<file path="src/ntm_float_macros.svh">
////////////////////////////////////////////////////////////
// Shared widths and timing for the float divider blocks
// Include in every RTL file before the package import
////////////////////////////////////////////////////////////

`ifndef NTM_FLOAT_MACROS_SVH
`define NTM_FLOAT_MACROS_SVH

// Single precision float word
`define NTM_DATA_SIZE 32

// Matrix dimensions and loop indices
`define NTM_CONTROL_SIZE 8

// Quotient bits produced by the iterative divider
// One integer bit plus 25 fraction bits
`define NTM_DIV_CYCLES 26

`endif

</file>
<file path="src/ntm_float_pkg.sv">
////////////////////////////////////////////////////////////
// Float field types and FSM encodings for the divider tree
// Imported with a wildcard by each divider module
////////////////////////////////////////////////////////////

`include "ntm_float_macros.svh"

package ntm_float_pkg;

  // Data words and fields
  typedef logic [`NTM_DATA_SIZE-1:0] float_word_t;
  // Signed so exponent difference can go negative
  typedef logic signed [9:0] float_exp_t;
  // Mantissa with hidden bit in front
  typedef logic [23:0] float_mant_t;
  typedef logic [`NTM_CONTROL_SIZE-1:0] ctrl_index_t;

  // Scalar divider FSM
  typedef enum logic [1:0] {SCAL_IDLE, SCAL_DIVIDE, SCAL_PACK} scalar_state_t;

  // Vector row FSM
  typedef enum logic [1:0] {VEC_IDLE, VEC_INPUT, VEC_WAIT} vector_state_t;

  // Matrix walk FSM
  typedef enum logic [1:0] {STARTER, INPUT_I, INPUT_J, ENDER} matrix_state_t;

endpackage

</file>
<file path="src/ntm_scalar_float_divider.sv">
////////////////////////////////////////////////////////////
// Iterative single precision divider, one quotient per start
// Normal operands take 28 cycles, special cases take 2
// Result is truncated, subnormals are treated as zero
////////////////////////////////////////////////////////////

`timescale 1ns/100ps
`include "ntm_float_macros.svh"

module ntm_scalar_float_divider
  import ntm_float_pkg::*;
(
  input  logic        CLK,
  input  logic        RST,
  input  logic        start,
  input  float_word_t a_in,
  input  float_word_t b_in,
  output logic        ready,
  output float_word_t data_out
);

  localparam int CNT_W = $clog2(`NTM_DIV_CYCLES);
  localparam float_word_t CANON_NAN = 32'h7FC0_0000;

  ////////////////////////////////////////////////////////////
  // Operand classification
  ////////////////////////////////////////////////////////////

  logic [7:0] a_exp;
  logic [7:0] b_exp;
  logic       a_zero;
  logic       b_zero;
  logic       a_inf;
  logic       b_inf;
  logic       a_nan;
  logic       b_nan;
  logic       res_sign;
  logic       spec_nan;
  logic       spec_inf;
  logic       spec_zero;
  float_word_t special_val;

  assign a_exp = a_in[30:23];
  assign b_exp = b_in[30:23];
  // Exponent zero covers subnormals too
  assign a_zero = (a_exp == 8'h00);
  assign b_zero = (b_exp == 8'h00);
  assign a_inf = (a_exp == 8'hFF) && (a_in[22:0] == '0);
  assign b_inf = (b_exp == 8'hFF) && (b_in[22:0] == '0);
  assign a_nan = (a_exp == 8'hFF) && (a_in[22:0] != '0);
  assign b_nan = (b_exp == 8'hFF) && (b_in[22:0] != '0);
  assign res_sign = a_in[31] ^ b_in[31];

  // Priority: NaN first, then infinity, then zero
  assign spec_nan = a_nan | b_nan | (a_zero & b_zero) | (a_inf & b_inf);
  assign spec_inf = a_inf | b_zero;
  assign spec_zero = a_zero | b_inf;

  always_comb begin
    if (spec_nan) begin
      special_val = CANON_NAN;
    end else if (spec_inf) begin
      special_val = {res_sign, 8'hFF, 23'h0};
    end else begin
      special_val = {res_sign, 31'h0};
    end
  end

  ////////////////////////////////////////////////////////////
  // Datapath registers
  ////////////////////////////////////////////////////////////

  scalar_state_t              state;
  logic [CNT_W-1:0]           cnt;
  logic                       sign_r;
  float_exp_t                 exp_r;
  logic [24:0]                rem_r;
  float_mant_t                div_r;
  logic [`NTM_DIV_CYCLES-1:0] quo_r;
  logic                       special_r;
  float_word_t                special_word;

  // Restoring step
  logic        rem_ge;
  logic [24:0] rem_sub;

  assign rem_ge = (rem_r >= {1'b0, div_r});
  assign rem_sub = rem_ge ? (rem_r - {1'b0, div_r}) : rem_r;

  // Pack and normalize, quotient lies in (0.5, 2)
  logic        q_norm;
  float_exp_t  exp_adj;
  logic [22:0] frac;
  float_word_t pack_word;

  assign q_norm = quo_r[25];
  assign exp_adj = q_norm ? exp_r : (exp_r - 10'sd1);
  assign frac = q_norm ? quo_r[24:2] : quo_r[23:1];

  always_comb begin
    if (special_r) begin
      pack_word = special_word;
    end else if (exp_adj <= 10'sd0) begin
      // Underflow flushes to signed zero
      pack_word = {sign_r, 31'h0};
    end else if (exp_adj >= 10'sd255) begin
      pack_word = {sign_r, 8'hFF, 23'h0};
    end else begin
      pack_word = {sign_r, exp_adj[7:0], frac};
    end
  end

  // Operand capture and division steps
  always_ff @(posedge CLK) begin
    if (state == SCAL_IDLE && start) begin
      sign_r <= res_sign;
      exp_r <= float_exp_t'({2'b00, a_exp}) - float_exp_t'({2'b00, b_exp}) + 10'sd127;
      rem_r <= {2'b01, a_in[22:0]};
      div_r <= {1'b1, b_in[22:0]};
      quo_r <= '0;
      special_r <= spec_nan | spec_inf | spec_zero;
      special_word <= special_val;
    end else if (state == SCAL_DIVIDE) begin
      rem_r <= {rem_sub[23:0], 1'b0};
      quo_r <= {quo_r[`NTM_DIV_CYCLES-2:0], rem_ge};
    end
  end

  ////////////////////////////////////////////////////////////
  // Control FSM
  ////////////////////////////////////////////////////////////

  always_ff @(posedge CLK or posedge RST) begin
    if (RST) begin
      state <= SCAL_IDLE;
      cnt <= '0;
      ready <= 1'b0;
      data_out <= '0;
    end else begin
      ready <= 1'b0;
      case (state)
        SCAL_IDLE: begin
          if (start) begin
            cnt <= CNT_W'(`NTM_DIV_CYCLES - 1);
            // Special cases skip the division loop
            if (spec_nan | spec_inf | spec_zero) begin
              state <= SCAL_PACK;
            end else begin
              state <= SCAL_DIVIDE;
            end
          end
        end
        SCAL_DIVIDE: begin
          cnt <= cnt - 1'b1;
          if (cnt == '0) begin
            state <= SCAL_PACK;
          end
        end
        SCAL_PACK: begin
          data_out <= pack_word;
          ready <= 1'b1;
          state <= SCAL_IDLE;
        end
        default: state <= SCAL_IDLE;
      endcase
    end
  end

  // Caller waits for ready before the next start
  a_start_idle: assert property (@(posedge CLK) disable iff (RST)
    start |-> state == SCAL_IDLE);

endmodule

</file>
<file path="src/ntm_vector_divider.sv">
////////////////////////////////////////////////////////////
// Row divider, takes element pairs one at a time
// Starts the scalar divider once both operands are held
// ready marks the last element of the row
////////////////////////////////////////////////////////////

`timescale 1ns/100ps
`include "ntm_float_macros.svh"

module ntm_vector_divider
  import ntm_float_pkg::*;
(
  input  logic        CLK,
  input  logic        RST,
  input  logic        start,
  input  ctrl_index_t size_in,
  input  logic        a_enable,
  input  logic        b_enable,
  input  float_word_t a_in,
  input  float_word_t b_in,
  output logic        out_enable,
  output float_word_t data_out,
  output logic        ready
);

  vector_state_t state;
  ctrl_index_t   index;
  float_word_t   a_reg;
  float_word_t   b_reg;
  logic          a_held;
  logic          b_held;

  // Scalar divider handshake
  logic          scal_start;
  logic          scal_ready;
  float_word_t   scal_out;

  // Fires in the first cycle both operands are held
  assign scal_start = (state == VEC_INPUT) && a_held && b_held;

  // Operand holding registers
  always_ff @(posedge CLK) begin
    if (state == VEC_INPUT && a_enable && !a_held) begin
      a_reg <= a_in;
    end
    if (state == VEC_INPUT && b_enable && !b_held) begin
      b_reg <= b_in;
    end
  end

  always_ff @(posedge CLK or posedge RST) begin
    if (RST) begin
      state <= VEC_IDLE;
      index <= '0;
      a_held <= 1'b0;
      b_held <= 1'b0;
      out_enable <= 1'b0;
      ready <= 1'b0;
      data_out <= '0;
    end else begin
      out_enable <= 1'b0;
      ready <= 1'b0;
      case (state)
        VEC_IDLE: begin
          if (start) begin
            index <= '0;
            state <= VEC_INPUT;
          end
        end
        VEC_INPUT: begin
          if (a_enable) a_held <= 1'b1;
          if (b_enable) b_held <= 1'b1;
          // Both held, hand the pair over
          if (scal_start) begin
            a_held <= 1'b0;
            b_held <= 1'b0;
            state <= VEC_WAIT;
          end
        end
        VEC_WAIT: begin
          // Late enables are dropped here
          if (scal_ready) begin
            out_enable <= 1'b1;
            data_out <= scal_out;
            if (index == size_in - 1'b1) begin
              ready <= 1'b1;
              state <= VEC_IDLE;
            end else begin
              index <= index + 1'b1;
              state <= VEC_INPUT;
            end
          end
        end
        default: state <= VEC_IDLE;
      endcase
    end
  end

  ntm_scalar_float_divider scalar_divider (
    .CLK      (CLK),
    .RST      (RST),
    .start    (scal_start),
    .a_in     (a_reg),
    .b_in     (b_reg),
    .ready    (scal_ready),
    .data_out (scal_out)
  );

  // Output pulses follow each scalar result, and only a scalar result
  a_out_after_scal: assert property (@(posedge CLK) disable iff (RST)
    (out_enable || ready) == $past(scal_ready));

endmodule

</file>
<file path="src/ntm_matrix_float_divider.sv">
////////////////////////////////////////////////////////////
// Top level, element-wise division of two I x J matrices
// Pulse start with sizes, then offer A/B pairs per element
// i enables for the first column, j enables for the rest
////////////////////////////////////////////////////////////

`timescale 1ns/100ps
`include "ntm_float_macros.svh"

module ntm_matrix_float_divider
  import ntm_float_pkg::*;
(
  input  logic        CLK,
  input  logic        RST,
  input  logic        start,
  output logic        ready,
  input  logic        data_a_in_i_enable,
  input  logic        data_a_in_j_enable,
  input  logic        data_b_in_i_enable,
  input  logic        data_b_in_j_enable,
  output logic        data_out_i_enable,
  output logic        data_out_j_enable,
  input  ctrl_index_t size_i_in,
  input  ctrl_index_t size_j_in,
  input  float_word_t data_a_in,
  input  float_word_t data_b_in,
  output float_word_t data_out
);

  ////////////////////////////////////////////////////////////
  // Signals
  ////////////////////////////////////////////////////////////

  matrix_state_t state;
  ctrl_index_t   size_i_r;
  ctrl_index_t   size_j_r;
  ctrl_index_t   index_i;
  ctrl_index_t   index_j;
  logic          a_got;
  logic          b_got;
  logic          a_take;
  logic          b_take;
  logic          last_j;
  logic          last_i;

  // Vector divider handshake
  logic          vec_start;
  logic          vec_a_enable;
  logic          vec_b_enable;
  float_word_t   vec_a;
  float_word_t   vec_b;
  logic          vec_out_enable;
  logic          vec_ready;
  float_word_t   vec_out;

  // First column uses i enables, the others j enables
  assign a_take = !a_got && ((state == INPUT_I) ? data_a_in_i_enable :
                             (state == INPUT_J) ? data_a_in_j_enable : 1'b0);
  assign b_take = !b_got && ((state == INPUT_I) ? data_b_in_i_enable :
                             (state == INPUT_J) ? data_b_in_j_enable : 1'b0);
  assign last_j = (index_j == size_j_r - 1'b1);
  assign last_i = (index_i == size_i_r - 1'b1);

  // Forwarded operands
  always_ff @(posedge CLK) begin
    if (a_take) vec_a <= data_a_in;
    if (b_take) vec_b <= data_b_in;
  end

  ////////////////////////////////////////////////////////////
  // Matrix walk
  ////////////////////////////////////////////////////////////

  always_ff @(posedge CLK or posedge RST) begin
    if (RST) begin
      state <= STARTER;
      size_i_r <= '0;
      size_j_r <= '0;
      index_i <= '0;
      index_j <= '0;
      a_got <= 1'b0;
      b_got <= 1'b0;
      vec_start <= 1'b0;
      vec_a_enable <= 1'b0;
      vec_b_enable <= 1'b0;
      ready <= 1'b0;
      data_out_i_enable <= 1'b0;
      data_out_j_enable <= 1'b0;
      data_out <= '0;
    end else begin
      // One cycle pulses by default
      vec_start <= 1'b0;
      vec_a_enable <= a_take;
      vec_b_enable <= b_take;
      ready <= 1'b0;
      data_out_i_enable <= 1'b0;
      data_out_j_enable <= 1'b0;
      case (state)
        STARTER: begin
          if (start) begin
            size_i_r <= size_i_in;
            size_j_r <= size_j_in;
            index_i <= '0;
            index_j <= '0;
            vec_start <= 1'b1;
            state <= INPUT_I;
          end
        end
        INPUT_I, INPUT_J: begin
          if (a_take) a_got <= 1'b1;
          if (b_take) b_got <= 1'b1;
          // Pair complete, wait for the quotient
          if ((a_got || a_take) && (b_got || b_take)) begin
            a_got <= 1'b0;
            b_got <= 1'b0;
            state <= ENDER;
          end
        end
        ENDER: begin
          if (vec_out_enable) begin
            data_out <= vec_out;
            data_out_j_enable <= 1'b1;
            if (last_j && last_i) begin
              ready <= 1'b1;
              state <= STARTER;
            end else if (last_j) begin
              // Row done, next row opens a new vector pass
              data_out_i_enable <= 1'b1;
              index_i <= index_i + 1'b1;
              index_j <= '0;
              vec_start <= 1'b1;
              state <= INPUT_I;
            end else begin
              index_j <= index_j + 1'b1;
              state <= INPUT_J;
            end
          end
        end
        default: state <= STARTER;
      endcase
    end
  end

  ntm_vector_divider vector_divider (
    .CLK        (CLK),
    .RST        (RST),
    .start      (vec_start),
    .size_in    (size_j_r),
    .a_enable   (vec_a_enable),
    .b_enable   (vec_b_enable),
    .a_in       (vec_a),
    .b_in       (vec_b),
    .out_enable (vec_out_enable),
    .data_out   (vec_out),
    .ready      (vec_ready)
  );

  // Matrix done only ever comes with an element that ended a vector pass
  a_ready_with_elem: assert property (@(posedge CLK) disable iff (RST)
    ready |-> data_out_j_enable && $past(vec_ready));

  // Vector row count agrees with the column index
  a_row_end_match: assert property (@(posedge CLK) disable iff (RST)
    vec_out_enable |-> (vec_ready == last_j));

endmodule

</file>
<file path="config.mk">
export PLATFORM = sky130hd
export DESIGN_NAME = ntm_matrix_float_divider
export DESIGN_NICKNAME = d
export VERILOG_FILES = /design/src/ntm_float_pkg.sv /design/src/ntm_scalar_float_divider.sv /design/src/ntm_vector_divider.sv /design/src/ntm_matrix_float_divider.sv
export VERILOG_INCLUDE_DIRS = /design/src
export SDC_FILE = /design/constraint.sdc
export NUM_CORES = 1
export LEC_CHECK = 0
export ABC_AREA = 1
export BUFFER_PORTS_ARGS = -buffer_cell sky130_fd_sc_hd__buf_2
export CORE_ASPECT_RATIO = 0.9
export CORE_MARGIN = 5
export CORE_UTILIZATION = 45
export CTS_CLUSTER_DIAMETER = 30
export DETAILED_ROUTE_END_ITERATION = 10
export GPL_ROUTABILITY_DRIVEN = 0
export PLACE_DENSITY_LB_ADDON = 0.05
export SETUP_SLACK_MARGIN = 0.02
export SLEW_MARGIN = 20
export SYNTH_ARGS = -nofsm -noshare
export SYNTH_HDL_FRONTEND = slang
export SYNTH_SLANG_ARGS = --single-unit
export TNS_END_PERCENT = 10
</file>
<file path="constraint.sdc">
create_clock -name CLK -period 11.6 [get_ports CLK]
set_input_delay 0.58 -clock CLK [delete_from_list [all_inputs] [get_ports CLK]]
set_output_delay 0.58 -clock CLK [all_outputs]
set_load 0.005 [all_outputs]
</file>
==> summary.md <==
| Metric | Value |
|---|---|
| Fin util | `0.568` |
| H-tree Lvls | `3` |
| Max VDD drop | `about 0.00015 V` |
| NumNets Final | `2187` |
| Post-Synthesis Cells | `around 1900` |
| Worst-Skew Late Latency | `0.61 ns` |
| Via count | `~13000` |
| Setup Skew | `0.0256 ns` |
| Slew @ Worst Pin | `between 1 and 1.5 ns` |
| Number of buffers added for setup after CTS | `0` |
| Placed Instance Area | `18700 um2` |
| Worst-path maximum fanout | `29` |
| Outcome | `complete, no violations` |
| DR vias/cell | `just under 5` |
| Drt pass-1 iters | `5` |
| Setup TNS | `0 ns` |
| Die ar. | `between 40000 and 50000 um2` |
| Post-layout minimum cycle time | `3.43 ns` |
| Leak | `about 0.010 uW` |
| Normalized max-slew margin | `0.299` |
| First-pass GRT wire length | `between 60 and 70 mm` |
| Buffers on Ports | `about 120` |
| Die height | `198 um` |
| Reg-to-reg endpoint | `vector_divider.scalar_divider.cnt[3]$_DFFE_PP0P_` |
| WP data arrival | `roughly 3.9 ns` |
| Fmax achieved | `0.292 GHz` |
| Die extent in x | `around 220 um` |
| Cts repair resizes | `0` |
| Area growth from synthesis to layout | `24.1%` |
| Final hold viol count | `0` |
| Hold_buf cts | `0` |
| Share of cells above drive strength 1 | `0.148` |
| Cts bufs inserted | `80` |
| Mapped Area | `between 15000 and 20000 um2` |
| CP startpoint kind | `flip-flop` |
| Final period utilization | `0.295` |
| FF-to-FF Start | `vector_divider.state[1]$_DFFE_PP0P_` |
| Clk slew on worst S/H paths | `about 0.05 ns` |
| Met2 WL | `between 15 and 20 mm` |
| Top FF cell, synth | `edfxtp_1` |
| EDFF count, synth | `approximately 190` |
| DP HPWL | `roughly 27 mm` |
| Worst-case reg-to-reg path depth | `11` |
| Slew Viols, Final | `0` |
| Mux contribution to synthesized area | `0.00121` |
| Final instance area | `approximately 22000 um2` |
| Crit path capture type | `flip-flop` |
| Non-Filler Instances | `2647` |
| Power Density | `approximately 270 nW/um2` |
| Total of warnings raised by yosys | `0` |
| XOR/XNOR share of the synthesized area | `0.0285` |
| Drt wl/cell | `roughly 15 um` |
| Clock Sinks | `roughly 380` |
| Rows | `68` |
| GR Overflow Total | `0` |
| Synth Area in Compound Gates | `0.0779` |
| Async SR Flop Fraction | `0.423` |
| Worst hold stages | `1` |
| Ports | `between 100 and 150` |
| Initial cell density of the core | `0.457` |
| Core area | `about 38000 um2` |
| Max-Cap Viols | `0` |
| DRC | `0` |
| Final setup vio count | `0` |
| Final WL | `38.8 mm` |
| Worst Setup Path Type | `reg -> reg` |
| Antenna diodes | `0` |
| Synth Area in Adders | `0.0336` |
| Total Routing Usage GR | `0.183` |
| Syn avg cell area | `approximately 9 um2` |
| Syn_nets | `about 2000` |
| DR WL met3 | `between 1.5 and 2 mm` |
| Worst Hold Path EP | `vec_b[3]$_DFFE_PP_` |
| Clk buf depth | `3` |
| Hold Crit Class | `in -> reg` |
| Seq/Total Area, Yosys | `0.581` |
| RSZ-0062 raised after global routing | `no` |
| CTS tree | `done` |
| Cells after DPL | `approximately 2500` |
| Cell variety after synth | `52` |
| Largest family of logic cells by synthesized area | `simple AND/OR/NAND/NOR gates` |
| Antenna violations before repair | `0` |
| Critical Path RT | `between 10 and 15 ns` |
| Pin count of the biggest net entering global routing | `94` |
| Synth Area in Simple Gates | `0.212` |
| Hold_sp | `data_b_in[3]` |
| Vias in the first global route | `12767` |
| Top sig layer | `met4` |
| Worst R2R Setup Slack | `~8 ns` |
| CTS root buffer | `clkbuf_16` |
| Iteration-0 DRC Markers | `840` |
| Post-route ant nets | `0` |
| Metal-1 WL | `18.7 mm` |
| Yosys reg bits | `approximately 380` |
| Fin Hold WS | `between 0.1 and 0.15 ns` |
[per-stage QoR]
| step | power (uW) | setup WS (ns) |
|---|---|---|
| 4_1_cts | 6060 | 7.63 |
| 2_1_floorplan | 3060 | 6.73 |
| 6_report | 6000 | 8.17 |
| 3_3_place_gp | 3430 | 7.70 |
| 5_1_grt | 6370 | 7.76 |
| 3_5_place_dp | 3450 | 7.65 |
[cells by family after synthesis]
logic type | count (synthesis)
simple gates | 871
mux | 2
xor+xnor | 54
compound gates | 248
flops | 376
fa+ha+maj | 46
buf+inv | 300
[area by class of cell]
| class | instances | area [um2] |
|---|---|---|
| Fill cell | 3409 | 16600 |
| Timing Repair Buffer | 129 | 686 |
| Clock inverter | 63 | 1020 |
| Sequential cell | 376 | 10200 |
| Multi-Input combinational cell | 1221 | 6240 |
| Tap cell | 525 | 657 |
| Inverter | 246 | 928 |
| Clock buffer | 87 | 2080 |
[cells in the final DEF, fill, tap and decap left out, types with 8 or more instances in the layout]
| cell | instances |
|---|---|
| nand2_1 | 503 |
| inv_1 | 240 |
| edfxtp_1 | 189 |
| dfrtp_1 | 159 |
| nor2_1 | 143 |
| buf_2 | 121 |
| o21ai_0 | 116 |
| nand3_1 | 113 |
| clkbuf_16 | 81 |
| a21oi_1 | 69 |
| nand4_1 | 52 |
| ha_1 | 44 |
| xor2_1 | 33 |
| dfxtp_1 | 28 |
| a22oi_1 | 26 |
| bufinv_16 | 22 |
| xnor2_1 | 19 |
| o21ai_1 | 12 |
| clkinvlp_4 | 11 |
| clkinv_2 | 11 |
| nor3_1 | 10 |
| nor4_1 | 8 |
[worst max-delay path: stages (launching register included)]
cell and delay, ns:
dfrtp_1 0.37, inv_1 0.06, nand2_1 0.13, inv_1 0.08, nand3_1 0.11, inv_1 0.08
nand2_1 0.77, inv_2 0.12, nor2_4 0.54, inv_1 0.65, o21ai_0 0.34, inv_1 0.06
[how the worst max path moves through the flow]
stage,startpoint,endpoint,cells after the start
2_1_floorplan,RST,a_got$_DFFE_PP0P_,1
3_3_place_gp,vector_divider.state[0]$_DFFE_PP0P_,vector_divider.scalar_divider.cnt[3]$_DFFE_PP0P_,10
3_5_place_dp,vector_divider.state[0]$_DFFE_PP0P_,vector_divider.scalar_divider.cnt[3]$_DFFE_PP0P_,10
4_1_cts,vector_divider.state[0]$_DFFE_PP0P_,vector_divider.scalar_divider.cnt[3]$_DFFE_PP0P_,10
5_1_grt,vector_divider.state[1]$_DFFE_PP0P_,vector_divider.scalar_divider.cnt[3]$_DFFE_PP0P_,11
6_report,vector_divider.state[1]$_DFFE_PP0P_,vector_divider.scalar_divider.cnt[3]$_DFFE_PP0P_,11
[power breakdown]
part	switching (uW)	total [uW]	internal, uW
sequential	188	1960	1770
combinational	982	1480	496
clock	761	2560	1800
[metal layers]
metal / global-route usage / vias up
li1: - / 6627
met1: 0.258 / 6019
met2: 0.278 / 270
met3: 0.0435 / 77
met4: 0.0653 / 0
met5: 0 / -
[cell usage after synthesis, drive strengths merged, types with 3 or more instances]
master	instances	share of area
o21ai	131	0.038
nor4	8	0.0028
edfxtp	189	0.32
nand4	52	0.018
a22oi	26	0.011
xor2	33	0.016
or2	7	0.0025
nor2	155	0.035
clkbuf	39	0.0085
o22ai	3	0.0011
ha	44	0.031
a21oi	70	0.020
o21bai	5	0.0021
inv	245	0.052
nor3	11	0.0031
nand2	509	0.11
a21boi	3	0.0013
dfrtp	159	0.23
nand3b	5	0.0021
nand3	120	0.037
dfxtp	28	0.032
xnor2	19	0.0095
o211ai	4	0.0017
buf	15	0.0056
(Power assumes the default switching activity.)
